===== src/common/fifoCfgPkg.sv =====
`default_nettype none

// default sizing of the head-register FIFO
// the top level takes these as parameter defaults and the testbench sizes
// its reference model from the same values
package fifoCfgPkg;

   // width of one data word
   parameter int DefaultDataWidth = 32;

   // memory entries, capacity is one more because of the head register
   // 6 is not a power of two, so the pointer wrap is exercised
   parameter int DefaultDepth = 6;

   // almostEmpty while occupancy <= this level
   parameter int DefaultAeThreshold = 2;

   // almostFull while occupancy >= this level
   parameter int DefaultAfThreshold = 5;

endpackage : fifoCfgPkg

`default_nettype wire


===== src/common/fifoTypesPkg.sv =====
`default_nettype none

// signal bundles passed between the FIFO blocks and out of the top level
package fifoTypesPkg;

   // registered status flags, all taken from the occupancy after the edge
   typedef struct packed {
      logic empty;
      logic almostEmpty;
      logic full;
      logic almostFull;
   } fifoStatus_t;

   // per-cycle decisions from the occupancy block to the storage block
   typedef struct packed {
      // write taken, memory is written at the write pointer
      logic wrAccept;
      // read taken, the head word leaves the FIFO
      logic rdAccept;
      // head loads the incoming word directly
      logic bypass;
      // head loads the memory word at the read pointer
      logic reload;
      // read pointer steps to the next entry
      logic advanceRd;
   } headCtrl_t;

endpackage : fifoTypesPkg

`default_nettype wire


===== src/rtl/fifoHeadBuffer.sv =====
`timescale 1ns/1ps
`default_nettype none

// first-word-fall-through FIFO with a registered head word
// capacity is Depth + 1, dataOut is valid whenever status.empty is low
// requests that would overflow or underflow are dropped
module fifoHeadBuffer #(
   parameter int DataWidth = fifoCfgPkg::DefaultDataWidth,
   parameter int Depth = fifoCfgPkg::DefaultDepth,
   parameter int AeThreshold = fifoCfgPkg::DefaultAeThreshold,
   parameter int AfThreshold = fifoCfgPkg::DefaultAfThreshold
) (
   input wire logic clkin,
   input wire logic reset_n,
   input wire logic syncReset_n,
   input wire logic wrEn,
   input wire logic [DataWidth-1:0] wrData,
   input wire logic rdEn,
   output logic [DataWidth-1:0] dataOut,
   output fifoTypesPkg::fifoStatus_t status
);

   // accept and head decisions for this cycle
   fifoTypesPkg::headCtrl_t headCtrl;

   // counter, accept gating and flags
   fifoOccupancy #(
      .Depth(Depth),
      .AeThreshold(AeThreshold),
      .AfThreshold(AfThreshold)
   ) occ0 (
      .clkin(clkin),
      .reset_n(reset_n),
      .syncReset_n(syncReset_n),
      .wrEn(wrEn),
      .rdEn(rdEn),
      .ctrl(headCtrl),
      .status(status)
   );

   // memory, pointers and head word
   fifoStorage #(
      .DataWidth(DataWidth),
      .Depth(Depth)
   ) stor0 (
      .clkin(clkin),
      .reset_n(reset_n),
      .syncReset_n(syncReset_n),
      .ctrl(headCtrl),
      .wrData(wrData),
      .dataOut(dataOut)
   );

endmodule : fifoHeadBuffer

`default_nettype wire


===== src/rtl/fifoOccupancy.sv =====
`timescale 1ns/1ps
`default_nettype none

// occupancy control of the head-register FIFO
// counts words held (memory plus head), decides which requests are taken
// and tells the storage how to move the head
module fifoOccupancy #(
   parameter int Depth = 6,
   parameter int AeThreshold = 2,
   parameter int AfThreshold = 5
) (
   input wire logic clkin,
   input wire logic reset_n,
   input wire logic syncReset_n,
   input wire logic wrEn,
   input wire logic rdEn,
   output fifoTypesPkg::headCtrl_t ctrl,
   output fifoTypesPkg::fifoStatus_t status
);

   // the head register adds one slot on top of the memory
   localparam int Capacity = Depth + 1;
   // one spare bit, so a count past capacity can be represented
   localparam int CntWidth = $clog2(Capacity) + 1;

   localparam logic [CntWidth-1:0] FullLevel = CntWidth'(Capacity);
   localparam logic [CntWidth-1:0] AeLevel = CntWidth'(AeThreshold);
   localparam logic [CntWidth-1:0] AfLevel = CntWidth'(AfThreshold);

   logic [CntWidth-1:0] occ;
   logic [CntWidth-1:0] occNext;
   logic wrOk;
   logic rdOk;
   logic bypass;

   // accept decisions
   // a write at capacity still goes in when a read frees the head
   always_comb begin
      rdOk = rdEn && (occ != '0);
      wrOk = wrEn && ((occ < FullLevel) || rdOk);
      bypass = wrOk && ((occ == '0) || (rdOk && (occ == CntWidth'(1))));
   end

   // head control, straight from the request and the current count
   always_comb begin
      ctrl.wrAccept = wrOk;
      ctrl.rdAccept = rdOk;
      ctrl.bypass = bypass;
      // memory word moves up unless the new word bypasses it at occupancy one
      ctrl.reload = rdOk && ((occ > CntWidth'(1)) || !wrOk);
      // at occupancy one the memory has nothing left behind the head
      ctrl.advanceRd = (rdOk && (occ > CntWidth'(1))) || bypass;
   end

   // count after this edge
   always_comb begin
      occNext = occ;
      if (wrOk && !rdOk) begin
         occNext = occ + 1'b1;
      end else if (rdOk && !wrOk) begin
         occNext = occ - 1'b1;
      end
   end

   always_ff @(posedge clkin) begin
      if (!reset_n || !syncReset_n) begin
         occ <= '0;
      end else begin
         occ <= occNext;
      end
   end

   // flags registered once from the next count, so they match occ after the edge
   always_ff @(posedge clkin) begin
      if (!reset_n || !syncReset_n) begin
         status.empty <= 1'b1;
         status.almostEmpty <= 1'b1;
         status.full <= 1'b0;
         status.almostFull <= 1'b0;
      end else begin
         status.empty <= (occNext == '0);
         status.almostEmpty <= (occNext <= AeLevel);
         status.full <= (occNext == FullLevel);
         status.almostFull <= (occNext >= AfLevel);
      end
   end

   // count stays within memory plus head
   occInRange: assert property (
      @(posedge clkin) disable iff (!reset_n)
      occ <= FullLevel
   );

   // flags come from one count, so these two exclude each other
   notEmptyAndFull: assert property (
      @(posedge clkin) disable iff (!reset_n)
      !(status.empty && status.full)
   );

   // head has a single source per edge
   oneHeadSource: assert property (
      @(posedge clkin) disable iff (!reset_n)
      !(ctrl.bypass && ctrl.reload)
   );

endmodule : fifoOccupancy

`default_nettype wire


===== src/rtl/fifoStorage.sv =====
`timescale 1ns/1ps
`default_nettype none

// data path of the head-register FIFO
// holds the distributed memory, both pointers and the head word
// every decision comes in on ctrl, nothing here looks at occupancy
module fifoStorage #(
   parameter int DataWidth = 32,
   parameter int Depth = 6
) (
   input wire logic clkin,
   input wire logic reset_n,
   input wire logic syncReset_n,
   input wire fifoTypesPkg::headCtrl_t ctrl,
   input wire logic [DataWidth-1:0] wrData,
   output logic [DataWidth-1:0] dataOut
);

   // a depth of one still needs a one-bit pointer
   localparam int PtrWidth = (Depth > 1) ? $clog2(Depth) : 1;
   localparam logic [PtrWidth-1:0] LastEntry = PtrWidth'(Depth - 1);

   logic [DataWidth-1:0] mem [Depth];
   logic [PtrWidth-1:0] wrPtr;
   logic [PtrWidth-1:0] rdPtr;
   logic [DataWidth-1:0] headWord;
   logic [DataWidth-1:0] memRdData;

   // wraps at the last entry, so any depth works
   function automatic logic [PtrWidth-1:0] nextPtr(input logic [PtrWidth-1:0] ptr);
      logic [PtrWidth-1:0] stepped;
      stepped = ptr + 1'b1;
      if (ptr == LastEntry) begin
         stepped = '0;
      end
      return stepped;
   endfunction

   // write pointer steps on every accepted write, bypass included
   always_ff @(posedge clkin) begin
      if (!reset_n || !syncReset_n) begin
         wrPtr <= '0;
      end else if (ctrl.wrAccept) begin
         wrPtr <= nextPtr(wrPtr);
      end
   end

   // read pointer always points one past the word held in the head
   always_ff @(posedge clkin) begin
      if (!reset_n || !syncReset_n) begin
         rdPtr <= '0;
      end else if (ctrl.advanceRd) begin
         rdPtr <= nextPtr(rdPtr);
      end
   end

   // memory is written even on bypass, the read pointer skips that entry
   always_ff @(posedge clkin) begin
      if (ctrl.wrAccept) begin
         mem[wrPtr] <= wrData;
      end
   end

   assign memRdData = mem[rdPtr];

   // head word, which is what the consumer sees
   always_ff @(posedge clkin) begin
      if (!reset_n || !syncReset_n) begin
         headWord <= '0;
      end else if (ctrl.bypass) begin
         headWord <= wrData;
      end else if (ctrl.reload) begin
         // old entry is read when a write to the same slot lands this edge
         headWord <= memRdData;
      end
   end

   assign dataOut = headWord;

   // head refills from memory only when the consumer actually took a word
   reloadNeedsRead: assert property (
      @(posedge clkin) disable iff (!reset_n)
      ctrl.reload |-> ctrl.rdAccept
   );

endmodule : fifoStorage

`default_nettype wire


===== config.mk =====
export PLATFORM = sky130hd
export DESIGN_NAME = fifoHeadBuffer
export DESIGN_NICKNAME = d
export VERILOG_FILES = /design/src/common/fifoCfgPkg.sv /design/src/common/fifoTypesPkg.sv /design/src/rtl/fifoHeadBuffer.sv /design/src/rtl/fifoOccupancy.sv /design/src/rtl/fifoStorage.sv
export SDC_FILE = /design/constraint.sdc
export NUM_CORES = 1
export LEC_CHECK = 0
export ABC_CLOCK_PERIOD_IN_PS = 4780
export BUFFER_PORTS_ARGS = -buffer_cell sky130_fd_sc_hd__buf_4
export CAP_MARGIN = 40
export CORE_MARGIN = 1.5
export CORE_UTILIZATION = 35
export DETAILED_ROUTE_END_ITERATION = 6
export PLACE_DENSITY = 0.63
export SYNTH_ARGS = -nofsm -noshare
export SYNTH_HDL_FRONTEND = slang
export SYNTH_SLANG_ARGS = --single-unit

===== constraint.sdc =====
create_clock -name clkin -period 4.78 [get_ports clkin]
set_input_delay 0.717 -clock clkin [delete_from_list [all_inputs] [get_ports clkin]]
set_output_delay 0.717 -clock clkin [all_outputs]
set_load 0.01 [all_outputs]

==> flow_summary_export.csv <==
group,metric,value,unit
run_status,status,"finished, violations left",
run_status,violations,"design-rule violations",
job,drv_cap,0,
logic_synthesis,yosys.area_share.simple,3.85,%
setup_path,path_delay_family,"multiplexers",
sta,rsz0062_at_grt,"false",
setup_path,critPathMaxStageDelay,0.68,ns
clock_tree,cts_resized,0,
placement,placed_cell_area,10400,µm²
floorplan,core,26100,µm²
logic_synthesis,synthArstFlopShare,0,%
setup_path,crit_slowest_cell,"mux2i_4",
sta,hold_violations,0,
sta,fmaxAchievable,0.368,GHz
final_layout,final_cell_mix,"edfxtp_1, buf_4, a21oi_1",
floorplan,io_pins,73,
power_and_ir_drop,ir_drop,0.000250,V
power_and_ir_drop,pwr-share-clk,41.6,%
sta,finClkSkew,0.0160,ns
global_route,grt_usage,14.6,%
sta,slew_viol_final,0,
clock_tree,cts_setup_buffers,0,
clock_tree,cts_tree,"yes",
global_route,grt-ovfl-total,0,
setup_path,path_class,"reg -> reg",
routing,drc_errors,4,
setup_path,endpoint_kind,"flip-flop",
sta,fin_tns_setup,0,ns
routing,drt_iter0_markers,332,
placement,numPortBuffers,72,
logic_synthesis,synth_top_area_share,61.6,%
routing,via_per_inst,5.22,
clock_tree,cts_sinks,241,
logic_synthesis,synth_area_leaders,"edfxtp_1, dfxtp_1, mux4_2, a21oi_1, mux2i_1",
logic_synthesis,synth_fp_nets,623,
clock_tree,clk_pin_slew,0.06,ns
logic_synthesis,ys_ff_latch,241,
global_route,grt_first_pass_wirelength,31600,µm
placement,gp_congestion,0.741,
global_route,first_global_vias,5419,
routing,totalWireLength,20100,µm
routing,via_count,5277,
power_and_ir_drop,p_total,4.58,mW
placement,place_hpwl,12200,µm
logic_synthesis,synth_top_family_by_area,"multiplexers",
clock_tree,cts-buffers-inserted,25,
sta,setup_viol,0,
setup_path,crit_fanout,17,
final_layout,area_growth,19.2,%
final_layout,final_nets,697,
power_and_ir_drop,power.internal,3.58,mW
floorplan,initial_core_util,35.8,%
power_and_ir_drop,power_density,410,nW/µm²
sta,slew_headroom,53.8,%
sta,worst_slew_pin_slew,0.679,ns
power_and_ir_drop,p_comb_share,7.2,%
clock_tree,h-tree-depth,1,
final_layout,postLayoutCoreUtil,42.7,%
logic_synthesis,synth_edf_count,192,
final_layout,drive_gt1_share,25.9,%
setup_path,cp.required,5.20,ns
power_and_ir_drop,p_sw,1.00,mW
logic_synthesis,yosys.area.top_type,"edfxtp_1",
worst_hold_path,hp-class,"in -> reg",
clock_tree,cts_root_buf,"clkbuf_16",
floorplan,num_rows,59,
sta,min_period_over_period,56.9,%
logic_synthesis,synthCells,583,
final_layout,antenna_cells,0,
clock_tree,cts_hold_buf,0,
logic_synthesis,ys.flop_type,"edfxtp_1",
sta,hold_ws,0.416,ns
clock_tree,clock_path_buffers,3,
floorplan,die_w,167,µm
logic_synthesis,synth_xor_area_share,0.281,%
final_layout,fill_cells,2324,
clock_tree,clk_latency,0.53,ns
logic_synthesis,synthAdderAreaFrac,0.401,%
floorplan,die_area,27700,µm²
setup_path,arrival,3.14,ns
sta,fin_crit,2.72,ns
routing,ant_nets,0,
final_layout,layout_commonest_cell,"edfxtp_1",
floorplan,chipHeight,167,µm
global_route,antenna_found_initial,0,
setup_path,critPathBufInv,2,
power_and_ir_drop,pwr-share-seq,51.2,%
setup_path,cp-start-kind,"flip-flop",
routing,wl_per_cell,19.9,µm
logic_synthesis,syn_avg_cell_area,16.1,µm²
final_layout,final_area,11200,µm²
logic_synthesis,yosysSeqAreaShare,72.0,%
logic_synthesis,ys_types,46,
logic_synthesis,yosys_warnings,0,
setup_path,path_cells,"inv_1 -> ha_1 -> nor3b_4 -> mux2i_4 -> buf_4 -> a21oi_1 -> a211oi_1",
routing,drtPass1Iterations,7,
power_and_ir_drop,leakagePower,3.70,nW
logic_synthesis,syn_area,9370,µm²
logic_synthesis,synth_compound_area_share,9.55,%
global_route,grt_max_degree,45,
power_and_ir_drop,switching_share,21.8,%
logic_synthesis,synthMuxAreaShare,11.4,%
[kinds of logic after synthesis]
kind of cell / Yosys count
flops: 241
compound gates: 152
simple gates: 74
mux: 66
buf+inv: 44
xor+xnor: 3
fa+ha+maj: 3
[state kept, by name, summed over array words and instances, names as in the netlist, named ones only]
name,count
stor0.dataOut,32
stor0.mem,192
occ0.occ,4
stor0.wrPtr,3
stor0.rdPtr,3
occ0.status,4
[through the flow]
stage               instances  worst slack (ns)
global route             1011              1.88
CTS                      1011              2.05
detailed placement        965              2.08
global placement          960              2.11
finish                   1011              2.06
floorplan                 583             0.200
[Yosys cell counts, types with 2 or more instances]
cell type and n:
nor3_1 2, o22ai_1 2, nor4_1 3, nand2_1 11
xnor2_1 2, a21oi_1 71, buf_6 5, nand3_1 3
dfxtp_1 49, buf_4 6, edfxtp_1 192, mux4_2 32
mux2i_1 33, ha_1 3, a211oi_1 34, o21ai_0 35
buf_2 7, nor2_1 40, nand2b_1 2, clkbuf_1 20
inv_1 5, or3_1 2
[power groups by stage]
stage / sequential [mW] / combinational (mW) / clock, mW
CTS: 2.35 / 0.334 / 1.94
global route: 2.35 / 0.364 / 2.02
detailed placement: 2.39 / 0.333 / 0
finish: 2.35 / 0.330 / 1.90
global placement: 2.40 / 0.305 / 0
floorplan: 2.38 / 0.205 / 0
[layer usage]
layer	track usage (%)	vias to the layer above	share of wire (%)
li1	-	2433	-
met4	3.48	0	2.0
met2	26.5	142	52
met1	18.3	2672	41
met3	2.33	30	4.4
met5	0	-	0
[worst paths after layout]
path | from | end | slack (ns) | depth (start not counted)
worst max-delay path | occ0.occ[0] | stor0.dataOut[25] | 2.06 | 7
worst min-delay path | syncReset_n | occ0.status[3] | 0.42 | 2
worst max register to register | occ0.occ[0] | stor0.dataOut[25] | 2.06 | 7
worst min register to register | stor0.rdPtr[1] | flip-flop | 0.49 | 2
[cell type report]
type	count	area, µm²	share of cell area (%)
Sequential cell	241	6750	60.5
Multi-Input combinational cell	298	2420	21.7
Timing Repair Buffer	86	738	6.61
Clock buffer	32	682	6.11
Tap cell	335	419	3.75
Clock inverter	14	131	1.18
Inverter	5	18.8	0.168
No activity file was read; power rests on OpenSTA's default activity.
